File: config.mk
export PLATFORM = sky130hd
export DESIGN_NAME = lane
export DESIGN_NICKNAME = d
export VERILOG_FILES = /design/src/hdl/lane_pkg.sv /design/src/hdl/lane_op_if.sv /design/src/hdl/lane.sv /design/src/hdl/lane_decode.sv /design/src/hdl/lane_execute.sv /design/src/hdl/lane_regfile.sv /design/src/hdl/lane_result.sv /design/src/hdl/lane_spill_reg.sv
export SDC_FILE = /design/constraint.sdc
export NUM_CORES = 2
export LEC_CHECK = 0
export BUFFER_PORTS_ARGS = -buffer_cell sky130_fd_sc_hd__buf_4
export CORE_ASPECT_RATIO = 0.7
export CORE_MARGIN = 2
export CORE_UTILIZATION = 36
export CTS_CLUSTER_SIZE = 40
export DETAILED_ROUTE_END_ITERATION = 8
export PLACE_DENSITY = 0.56
export SLEW_MARGIN = 20
export SYNTH_ARGS = -nofsm -noshare
export SYNTH_HDL_FRONTEND = slang
export SYNTH_HIERARCHICAL = 1
export SYNTH_SLANG_ARGS = --single-unit
File: constraint.sdc
create_clock -name clk_i -period 7 [get_ports clk_i]
set_input_delay 0.7 -clock clk_i [delete_from_list [all_inputs] [get_ports clk_i]]
set_output_delay 0.7 -clock clk_i [all_outputs]
set_load 0.1 [all_outputs]
File: src/hdl/lane_pkg.sv
// Vector lane package
// Element width, register file size, opcodes and the request and
// result element types shared by the lane stages

`default_nettype none

package lane_pkg;

  // Datapath width of one element
  localparam int unsigned ELEN     = 32;
  localparam int unsigned NR_VREGS = 8;

  typedef logic [$clog2(NR_VREGS)-1:0] vreg_t;
  typedef logic [3:0]                  vid_t;
  typedef logic [ELEN-1:0]             elem_t;

  typedef enum logic [2:0] {
    OP_VID    = 3'd0,
    OP_VADD   = 3'd1,
    OP_VSUB   = 3'd2,
    OP_VAND   = 3'd3,
    OP_VXOR   = 3'd4,
    OP_VSTORE = 3'd5
  } lane_op_e;

  // One whole vector instruction
  typedef struct packed {
    vid_t     id;
    lane_op_e op;
    vreg_t    vd;
    vreg_t    vs1;
    vreg_t    vs2;
    elem_t    scalar;
  } vinsn_t;

  // Element leaving the ALU towards write-back or the store stream
  typedef struct packed {
    logic  store;
    vreg_t vd;
    elem_t value;
    logic  last;
    vid_t  id;
  } res_elem_t;

endpackage

`default_nettype wire

File: src/hdl/lane_op_if.sv
// Element operation channel from the lane sequencer to execute
// Carries the instruction, the element index and a last flag

`timescale 1ns/1ps
`default_nettype none

interface lane_op_if #(
  parameter int unsigned NrElems = 8
);
  import lane_pkg::*;

  logic                       valid;
  logic                       ready;
  vinsn_t                     insn;
  logic [$clog2(NrElems)-1:0] elem;
  logic                       last;

  modport dec (output valid, insn, elem, last, input ready);
  modport exe (input valid, insn, elem, last, output ready);

endinterface

`default_nettype wire

File: src/hdl/lane.sv
// Vector lane top level
// Request spill register, sequencer, VRF slice, execute and result
// stages, and a spill register on the store operand stream

`timescale 1ns/1ps
`default_nettype none

module lane #(
  parameter int unsigned NrElems = 8
) (
  input  wire                 clk_i,
  input  wire                 rst_ni,
  input  wire                 req_valid_i,
  output logic                req_ready_o,
  input  lane_pkg::vid_t      req_id_i,
  input  lane_pkg::lane_op_e  req_op_i,
  input  lane_pkg::vreg_t     req_vd_i,
  input  lane_pkg::vreg_t     req_vs1_i,
  input  lane_pkg::vreg_t     req_vs2_i,
  input  lane_pkg::elem_t     req_scalar_i,
  output logic                store_valid_o,
  input  wire                 store_ready_i,
  output lane_pkg::elem_t     store_data_o,
  output logic                done_valid_o,
  output lane_pkg::vid_t      done_id_o
);
  import lane_pkg::*;

  localparam int unsigned IdxW = $clog2(NrElems);

  vinsn_t          req_insn, dec_insn;
  logic            dec_valid, dec_ready, retire;
  vreg_t           rd_a_reg, rd_b_reg, wr_reg;
  logic [IdxW-1:0] rd_elem, wr_elem;
  elem_t           rd_a, rd_b, wr_data, st_data;
  logic            wr_en, res_valid, res_ready, st_valid, st_ready;
  res_elem_t       res;

  lane_op_if #(.NrElems(NrElems)) op_if ();

  assign req_insn = '{id: req_id_i, op: req_op_i, vd: req_vd_i, vs1: req_vs1_i,
                      vs2: req_vs2_i, scalar: req_scalar_i};

  ////////////////////////////////////////////////////
  // Decode
  ////////////////////////////////////////////////////

  lane_spill_reg #(.T(vinsn_t)) i_req_spill (
    .clk_i, .rst_ni,
    .valid_i(req_valid_i), .ready_o(req_ready_o), .data_i(req_insn),
    .valid_o(dec_valid),   .ready_i(dec_ready),   .data_o(dec_insn)
  );

  lane_decode #(.NrElems(NrElems)) i_decode (
    .clk_i, .rst_ni,
    .insn_valid_i(dec_valid), .insn_ready_o(dec_ready), .insn_i(dec_insn),
    .op_o(op_if.dec), .retire_i(retire)
  );

  ////////////////////////////////////////////////////
  // Execute
  ////////////////////////////////////////////////////

  lane_regfile #(.NrElems(NrElems)) i_vrf (
    .clk_i, .rst_ni,
    .rd_a_reg_i(rd_a_reg), .rd_b_reg_i(rd_b_reg), .rd_elem_i(rd_elem),
    .rd_a_o(rd_a), .rd_b_o(rd_b),
    .wr_en_i(wr_en), .wr_reg_i(wr_reg), .wr_elem_i(wr_elem), .wr_data_i(wr_data)
  );

  lane_execute #(.NrElems(NrElems)) i_execute (
    .clk_i, .rst_ni, .op_i(op_if.exe),
    .rd_a_reg_o(rd_a_reg), .rd_b_reg_o(rd_b_reg), .rd_elem_o(rd_elem),
    .rd_a_i(rd_a), .rd_b_i(rd_b),
    .res_valid_o(res_valid), .res_ready_i(res_ready), .res_o(res)
  );

  ////////////////////////////////////////////////////
  // Result
  ////////////////////////////////////////////////////

  lane_result #(.NrElems(NrElems)) i_result (
    .clk_i, .rst_ni,
    .res_valid_i(res_valid), .res_ready_o(res_ready), .res_i(res),
    .wr_en_o(wr_en), .wr_reg_o(wr_reg), .wr_elem_o(wr_elem), .wr_data_o(wr_data),
    .st_valid_o(st_valid), .st_ready_i(st_ready), .st_data_o(st_data),
    .retire_o(retire), .done_valid_o(done_valid_o), .done_id_o(done_id_o)
  );

  lane_spill_reg #(.T(elem_t)) i_store_spill (
    .clk_i, .rst_ni,
    .valid_i(st_valid),      .ready_o(st_ready),      .data_i(st_data),
    .valid_o(store_valid_o), .ready_i(store_ready_i), .data_o(store_data_o)
  );

endmodule

`default_nettype wire

File: src/hdl/lane_decode.sv
// Lane sequencer
// Takes one vector instruction at a time and issues its elements in
// order, one per cycle. A new instruction waits until every issued
// element has retired, which keeps reads behind earlier writes

`timescale 1ns/1ps
`default_nettype none

module lane_decode #(
  parameter int unsigned NrElems = 8
) (
  input  wire              clk_i,
  input  wire              rst_ni,
  input  wire              insn_valid_i,
  output logic             insn_ready_o,
  input  lane_pkg::vinsn_t insn_i,
  lane_op_if.dec           op_o,
  input  wire              retire_i
);
  import lane_pkg::*;

  localparam int unsigned IdxW = $clog2(NrElems);
  localparam int unsigned CntW = $clog2(NrElems) + 1;

  logic            busy_q;
  vinsn_t          insn_q;
  logic [IdxW-1:0] elem_q;
  logic [CntW-1:0] inflight_q, inflight_d;
  logic            accept, issue, last_elem;

  assign insn_ready_o = ~busy_q & (inflight_q == '0);
  assign accept       = insn_valid_i & insn_ready_o;
  assign issue        = op_o.valid & op_o.ready;
  assign last_elem    = elem_q == IdxW'(NrElems - 1);

  assign op_o.valid = busy_q;
  assign op_o.insn  = insn_q;
  assign op_o.elem  = elem_q;
  assign op_o.last  = last_elem;

  // Elements issued but not yet written back or streamed out
  always_comb begin
    inflight_d = inflight_q;
    if (issue && !retire_i) begin
      inflight_d = inflight_q + 1'b1;
    end else if (!issue && retire_i) begin
      inflight_d = inflight_q - 1'b1;
    end
  end

  always_ff @(posedge clk_i or negedge rst_ni) begin
    if (!rst_ni) begin
      busy_q     <= 1'b0;
      elem_q     <= '0;
      inflight_q <= '0;
    end else begin
      inflight_q <= inflight_d;
      if (accept) begin
        busy_q <= 1'b1;
        elem_q <= '0;
      end else if (issue) begin
        elem_q <= elem_q + 1'b1;
        if (last_elem) busy_q <= 1'b0;
      end
    end
  end

  always_ff @(posedge clk_i) begin
    if (accept) insn_q <= insn_i;
  end

endmodule

`default_nettype wire

File: src/hdl/lane_execute.sv
// Execute stage
// Stage one captures the element op and its two register operands,
// stage two holds the ALU result until write-back accepts it

`timescale 1ns/1ps
`default_nettype none

module lane_execute #(
  parameter int unsigned NrElems = 8
) (
  input  wire                        clk_i,
  input  wire                        rst_ni,
  lane_op_if.exe                     op_i,
  output lane_pkg::vreg_t            rd_a_reg_o,
  output lane_pkg::vreg_t            rd_b_reg_o,
  output logic [$clog2(NrElems)-1:0] rd_elem_o,
  input  lane_pkg::elem_t            rd_a_i,
  input  lane_pkg::elem_t            rd_b_i,
  output logic                       res_valid_o,
  input  wire                        res_ready_i,
  output lane_pkg::res_elem_t        res_o
);
  import lane_pkg::*;

  logic                       s1_valid_q, s2_valid_q;
  vinsn_t                     s1_insn_q;
  logic [$clog2(NrElems)-1:0] s1_elem_q;
  logic                       s1_last_q;
  elem_t                      s1_a_q, s1_b_q;
  res_elem_t                  s2_res_q;
  elem_t                      alu_res;
  logic                       advance;

  // Operand addresses go straight from the op channel to the VRF
  assign rd_a_reg_o = op_i.insn.vs1;
  assign rd_b_reg_o = op_i.insn.vs2;
  assign rd_elem_o  = op_i.elem;

  // Whole pipe moves whenever the output slot is free or draining
  assign advance    = ~s2_valid_q | res_ready_i;
  assign op_i.ready = advance;

  ////////////////////////////////////////////////////
  // ALU
  ////////////////////////////////////////////////////

  always_comb begin
    alu_res = s1_b_q;
    unique case (s1_insn_q.op)
      OP_VID:  alu_res = s1_insn_q.scalar + elem_t'(s1_elem_q);
      OP_VADD: alu_res = s1_a_q + s1_b_q;
      OP_VSUB: alu_res = s1_b_q - s1_a_q;
      OP_VAND: alu_res = s1_a_q & s1_b_q;
      OP_VXOR: alu_res = s1_a_q ^ s1_b_q;
      default: alu_res = s1_b_q;
    endcase
  end

  always_ff @(posedge clk_i or negedge rst_ni) begin
    if (!rst_ni) begin
      s1_valid_q <= 1'b0;
      s2_valid_q <= 1'b0;
    end else if (advance) begin
      s1_valid_q <= op_i.valid;
      s2_valid_q <= s1_valid_q;
    end
  end

  always_ff @(posedge clk_i) begin
    if (advance) begin
      s1_insn_q <= op_i.insn;
      s1_elem_q <= op_i.elem;
      s1_last_q <= op_i.last;
      s1_a_q    <= rd_a_i;
      s1_b_q    <= rd_b_i;
      s2_res_q  <= '{store: s1_insn_q.op == OP_VSTORE, vd: s1_insn_q.vd,
                     value: alu_res, last: s1_last_q, id: s1_insn_q.id};
    end
  end

  assign res_valid_o = s2_valid_q;
  assign res_o       = s2_res_q;

endmodule

`default_nettype wire

File: src/hdl/lane_regfile.sv
// Lane slice of the vector register file
// NR_VREGS registers of NrElems elements each, with two combinational
// read ports and one synchronous write port

`timescale 1ns/1ps
`default_nettype none

module lane_regfile #(
  parameter int unsigned NrElems = 8
) (
  input  wire                        clk_i,
  input  wire                        rst_ni,
  input  lane_pkg::vreg_t            rd_a_reg_i,
  input  lane_pkg::vreg_t            rd_b_reg_i,
  input  wire [$clog2(NrElems)-1:0]  rd_elem_i,
  output lane_pkg::elem_t            rd_a_o,
  output lane_pkg::elem_t            rd_b_o,
  input  wire                        wr_en_i,
  input  lane_pkg::vreg_t            wr_reg_i,
  input  wire [$clog2(NrElems)-1:0]  wr_elem_i,
  input  lane_pkg::elem_t            wr_data_i
);
  import lane_pkg::*;

  elem_t mem [NR_VREGS][NrElems];

  ////////////////////////////////////////////////////
  // Read ports
  ////////////////////////////////////////////////////

  assign rd_a_o = mem[rd_a_reg_i][rd_elem_i];
  assign rd_b_o = mem[rd_b_reg_i][rd_elem_i];

  ////////////////////////////////////////////////////
  // Write port
  ////////////////////////////////////////////////////

  // Writes are ignored while the lane is held in reset
  always_ff @(posedge clk_i) begin
    if (rst_ni && wr_en_i) begin
      mem[wr_reg_i][wr_elem_i] <= wr_data_i;
    end
  end

endmodule

`default_nettype wire

File: src/hdl/lane_result.sv
// Result stage
// Sends each element to a VRF write or to the store stream, strobes
// the sequencer on retirement and reports instruction completion

`timescale 1ns/1ps
`default_nettype none

module lane_result #(
  parameter int unsigned NrElems = 8
) (
  input  wire                        clk_i,
  input  wire                        rst_ni,
  input  wire                        res_valid_i,
  output logic                       res_ready_o,
  input  lane_pkg::res_elem_t        res_i,
  output logic                       wr_en_o,
  output lane_pkg::vreg_t            wr_reg_o,
  output logic [$clog2(NrElems)-1:0] wr_elem_o,
  output lane_pkg::elem_t            wr_data_o,
  output logic                       st_valid_o,
  input  wire                        st_ready_i,
  output lane_pkg::elem_t            st_data_o,
  output logic                       retire_o,
  output logic                       done_valid_o,
  output lane_pkg::vid_t             done_id_o
);
  import lane_pkg::*;

  logic [$clog2(NrElems)-1:0] elem_q;
  logic                       accept;
  logic                       done_q;
  vid_t                       done_id_q;

  // Writes never stall, stores wait on the store spill register
  assign res_ready_o = ~res_i.store | st_ready_i;
  assign accept      = res_valid_i & res_ready_o;
  assign retire_o    = accept;

  assign wr_en_o    = res_valid_i & ~res_i.store;
  assign wr_reg_o   = res_i.vd;
  assign wr_elem_o  = elem_q;
  assign wr_data_o  = res_i.value;
  assign st_valid_o = res_valid_i & res_i.store;
  assign st_data_o  = res_i.value;

  // Elements arrive in order, so the index is rebuilt here
  always_ff @(posedge clk_i or negedge rst_ni) begin
    if (!rst_ni) begin
      elem_q <= '0;
      done_q <= 1'b0;
    end else begin
      done_q <= accept & res_i.last;
      if (accept) elem_q <= res_i.last ? '0 : elem_q + 1'b1;
    end
  end

  always_ff @(posedge clk_i) begin
    if (accept && res_i.last) done_id_q <= res_i.id;
  end

  assign done_valid_o = done_q;
  assign done_id_o    = done_id_q;

endmodule

`default_nettype wire

File: src/hdl/lane_spill_reg.sv
// Two-entry spill register on a valid/ready channel
// Both valid and ready leave the block from flops, so no
// combinational path crosses it in either direction

`timescale 1ns/1ps
`default_nettype none

module lane_spill_reg #(
  parameter type T = logic
) (
  input  wire  clk_i,
  input  wire  rst_ni,
  input  wire  valid_i,
  output logic ready_o,
  input  T     data_i,
  output logic valid_o,
  input  wire  ready_i,
  output T     data_o
);

  logic a_full_q, b_full_q;
  T     a_data_q, b_data_q;
  logic a_fill, a_drain, b_fill, b_drain;

  assign a_fill  = valid_i & ready_o;
  // Slot A empties every cycle B is free, either downstream or into B
  assign a_drain = a_full_q & ~b_full_q;
  assign b_fill  = a_drain & ~ready_i;
  assign b_drain = b_full_q & ready_i;

  always_ff @(posedge clk_i or negedge rst_ni) begin
    if (!rst_ni) begin
      a_full_q <= 1'b0;
      b_full_q <= 1'b0;
    end else begin
      if (a_fill || a_drain) a_full_q <= a_fill;
      if (b_fill || b_drain) b_full_q <= b_fill;
    end
  end

  always_ff @(posedge clk_i) begin
    if (a_fill) a_data_q <= data_i;
    if (b_fill) b_data_q <= a_data_q;
  end

  assign ready_o = ~a_full_q | ~b_full_q;
  assign valid_o = a_full_q | b_full_q;
  // B always holds the older entry
  assign data_o  = b_full_q ? b_data_q : a_data_q;

endmodule

`default_nettype wire
==> out/results.tsv <==
stage	metric	value	unit
grt	initial antenna violation count	43	
yosys	syn avg cell area	19.0	um^2
sta	Worst-Margin Slew	1.25	ns
min_path	Hold Path Stages	2	
route	Post-Route WL	376	mm
grt	all-layer global routing usage	0.232	
route	drt pass-1 iters	6	
sta	relative slew slack	0.160	
critical_path	Worst Path Arrival	6.04	ns
cts	Clk Latency, worst-skew pair	0.93	ns
cts	clock sink total	2429	
power_and_ir_drop	Peak VDD IR	0.265	mV
cts	CTS Buf Count	232	
die	Initial Utilization	0.361	
sta	final number of setup-violating endpoints	0	
route	Avg Vias per Cell	6.23	
cells_and_area	Final nets	6206	
critical_path	startpoint types	register	
critical_path	Reg2Reg Depth	14	
min_path	hold crit path type	in2reg	
critical_path	Worst setup EP type	register	
cells_and_area	commonest non-fill, non-tap cells in the layout	2411 x edfxtp_1, 1024 x mux4_2, 318 x buf_4	
route	ANT nets after route	0	
route	final routed DRC violation total	0	
route	Vias	65000	
grt	vias in the first global route	63200	
die	Die X	674	um
place	RePlAce Congestion	0.928	
die	io pins	91	
cts	H-tree depth	4	
die	die area	0.319	mm^2
cts	Clock transition at path regs	0.07	ns
yosys	XOR/XNOR share of the synthesized area	0.00604	
die	die height	473	um
grt	largest net degree at the start of global routing	91	
cells_and_area	post-layout util	0.404	
run	Max Cap Viol	0	
yosys	YS warnings	6	
cts	TritonCTS clock tree	built	
cts	postcts setup bufs	0	
sta	period utilization	0.778	
cells_and_area	share of cells above drive strength 1	0.313	
yosys	mapped cell area	0.113	mm^2
yosys	post-synthesis cell count	5937	
yosys	Seq/Total Area, Yosys	0.644	
sta	Slew Viols, Final	0	
yosys	main combinational cell family by area after synthesis	multiplexers	
grt	remaining global-route overflow	0	
sta	Setup TNS	0	ns
sta	RSZ-0062 raised after global routing	false	
yosys	post-synthesis compound-gate area fraction	0.0433	
place	Port Buf Inserts	90	
critical_path	CP max FO	29	
place	post-DP HPWL	232	mm
yosys	Synth Area in Adders	0.00861	
yosys	Distinct cells, synth	81	
run_status	status	complete, no violations	
critical_path	Crit path required time	7.60	ns
cells_and_area	P&R area growth vs syn	12.0	%
grt	first-pass GRT wire length	517	mm
yosys	Synth Register Bits	2429	
yosys	Post-synth EDFFs	2411	
sta	post-route minimum period	5.44	ns
power_and_ir_drop	Leak Pwr	40.2	nW
power_and_ir_drop	pwr dens	371	mW/mm^2
route	Starting DRT DRC Count	10300	
yosys	ys flop type	edfxtp_1	
cts	root buffer cell	clkbuf_16	
sta	number of hold violations in the final report	0	
critical_path	Crit Path Class	reg2reg	
sta	max frequency	184	MHz
cts	CTS Buffer Depth	4	
die	FP Rows	172	
yosys	syn nets	6065	
sta	Max Clock Skew	0.0630	ns
route	Routed WL per cell	36.0	um
die	core box area	0.313	mm^2
sta	Fin Hold WS	0.114	ns
yosys	Post-Synth Simple-Gate Area	0.0267	
yosys	mux cell area share after synthesis	0.245	
cells_and_area	commonest non-fill, non-tap cell in the layout	edfxtp_1	
yosys	asr flop ratio synth	0.00741	
## where the power goes
group / switching [mW] / internal [mW] / leakage [nW] / total, mW
combinational: 10.8 / 4.35 / 14.6 / 15.1
clock: 5.61 / 6.63 / 3.43 / 12.2
sequential: 0.823 / 18.8 / 22.2 / 19.7
## per-stage QoR
step	power (mW)	setup WS [ns]	std cells	area, um^2
final	47.0	1.56	10400	127000
after global routing	48.4	1.19	10400	127000
after CTS	46.7	1.74	10400	127000
after detailed placement	34.6	1.73	9962	119000
after global placement	34.4	1.62	9958	119000
after floorplan	27.7	0.224	5937	113000
## repair_timing
item                                   CTS  global route
endpoints found under the hold margin   67             0
hold buffers                            50             0
resized for setup                        0             0
## critical path, cell delays in order (launching register included)
cell and delay (ns):
edfxtp_1 0.60, inv_1 0.12, buf_4 0.38, or3_1 0.75, o21ai_0 0.28, xor2_1 0.21
ha_1 0.34, a21oi_1 0.29, nand3_1 0.15, nor4b_1 0.54, nor2_1 0.14, a31oi_1 0.63
o21ai_0 0.37, nor3_1 0.26, a211oi_1 0.08
## worst paths after layout
check                                        start                       to  slack [ns]
min reg2reg                 i_decode/op_o.insn[40]  i_execute/s1_insn_q[40]        0.42
min in group asynchronous                   rst_ni      i_decode/op_o.valid        0.27
min                                  store_ready_i   i_store_spill/b_full_q        0.11
max                        i_execute/s1_insn_q[42]      i_execute/res_o[32]        1.56
max in group asynchronous                   rst_ni   i_store_spill/b_full_q        6.44
max reg2reg                i_execute/s1_insn_q[42]      i_execute/res_o[32]        1.56
## state kept, by name, indices dropped and copies added (netlist names), 3 cells and up
name and count:
i_vrf/mem 2048, i_decode/op_o.insn 48, i_req_spill/a_data_q 48, i_req_spill/b_data_q 48
i_execute/s1_insn_q 42, i_execute/res_o 41, i_execute/s1_a_q 32, i_execute/s1_b_q 32
i_store_spill/a_data_q 32, i_store_spill/b_data_q 32, i_decode/inflight_q 4, i_result/done_id_o 4
i_decode/op_o.elem 3, i_execute/s1_elem_q 3, i_result/wr_elem_o 3
## logic make-up (layout without fill, tap and decap cells)
kind of cell	count (synthesis)	in the layout
and+or+nand+nor	624	624
xor gates and xnor gates	78	78
muxes	1448	1448
DFF	2429	2429
AOI/OAI and AO/OA	759	759
buffers and inverters	523	841
adders and majority gates	76	76
other	0	11
## synthesized netlist by cell type (22+ instances only)
master	instances	share of area
a211oi_1	35	0.0023
buf_1	39	0.0013
a21oi_1	176	0.0078
mux2i_1	275	0.024
o21ai_1	40	0.0018
a221oi_1	24	0.0019
mux4_2	1024	0.20
edfxtp_1	2411	0.64
mux2_4	60	0.0080
nor2b_1	22	0.0012
xnor2_1	37	0.0029
o211ai_1	55	0.0037
buf_6	32	0.0032
mux2_2	89	0.0089
a22oi_1	137	0.0091
nor2_1	166	0.0055
o22ai_1	48	0.0027
ha_1	73	0.0081
a31oi_1	38	0.0021
or2_2	24	0.0013
clkbuf_1	161	0.0053
nand3_1	71	0.0031
nand2_1	190	0.0063
inv_1	30	0.0010
and2_1	22	0.0012
buf_2	117	0.0052
xor2_1	41	0.0032
nand2b_1	24	0.0013
buf_4	140	0.0093
o21ai_0	116	0.0051
## metal layers
metal	global-route usage	share of wire	vias up	wire length, um
li1	-	-	25400	-
met1	0.345	0.42	35100	159000
met5	0.00649	0.0012	-	433
met4	0.0629	0.030	24	11200
met2	0.318	0.41	3957	155000
met3	0.0855	0.14	561	51000
## cell type report
class                           count  area [um^2]
Multi-Input combinational cell   2985        37900
Clock inverter                    129         1020
Timing Repair Buffer              400         3460
Antenna cell                       11         27.5
Sequential cell                  2429        72900
Tap cell                         4176         5230
Fill cell                       27700       186000
Inverter                           30          115
Clock buffer                      282         6010
Power figures use the tool's default switching activity.
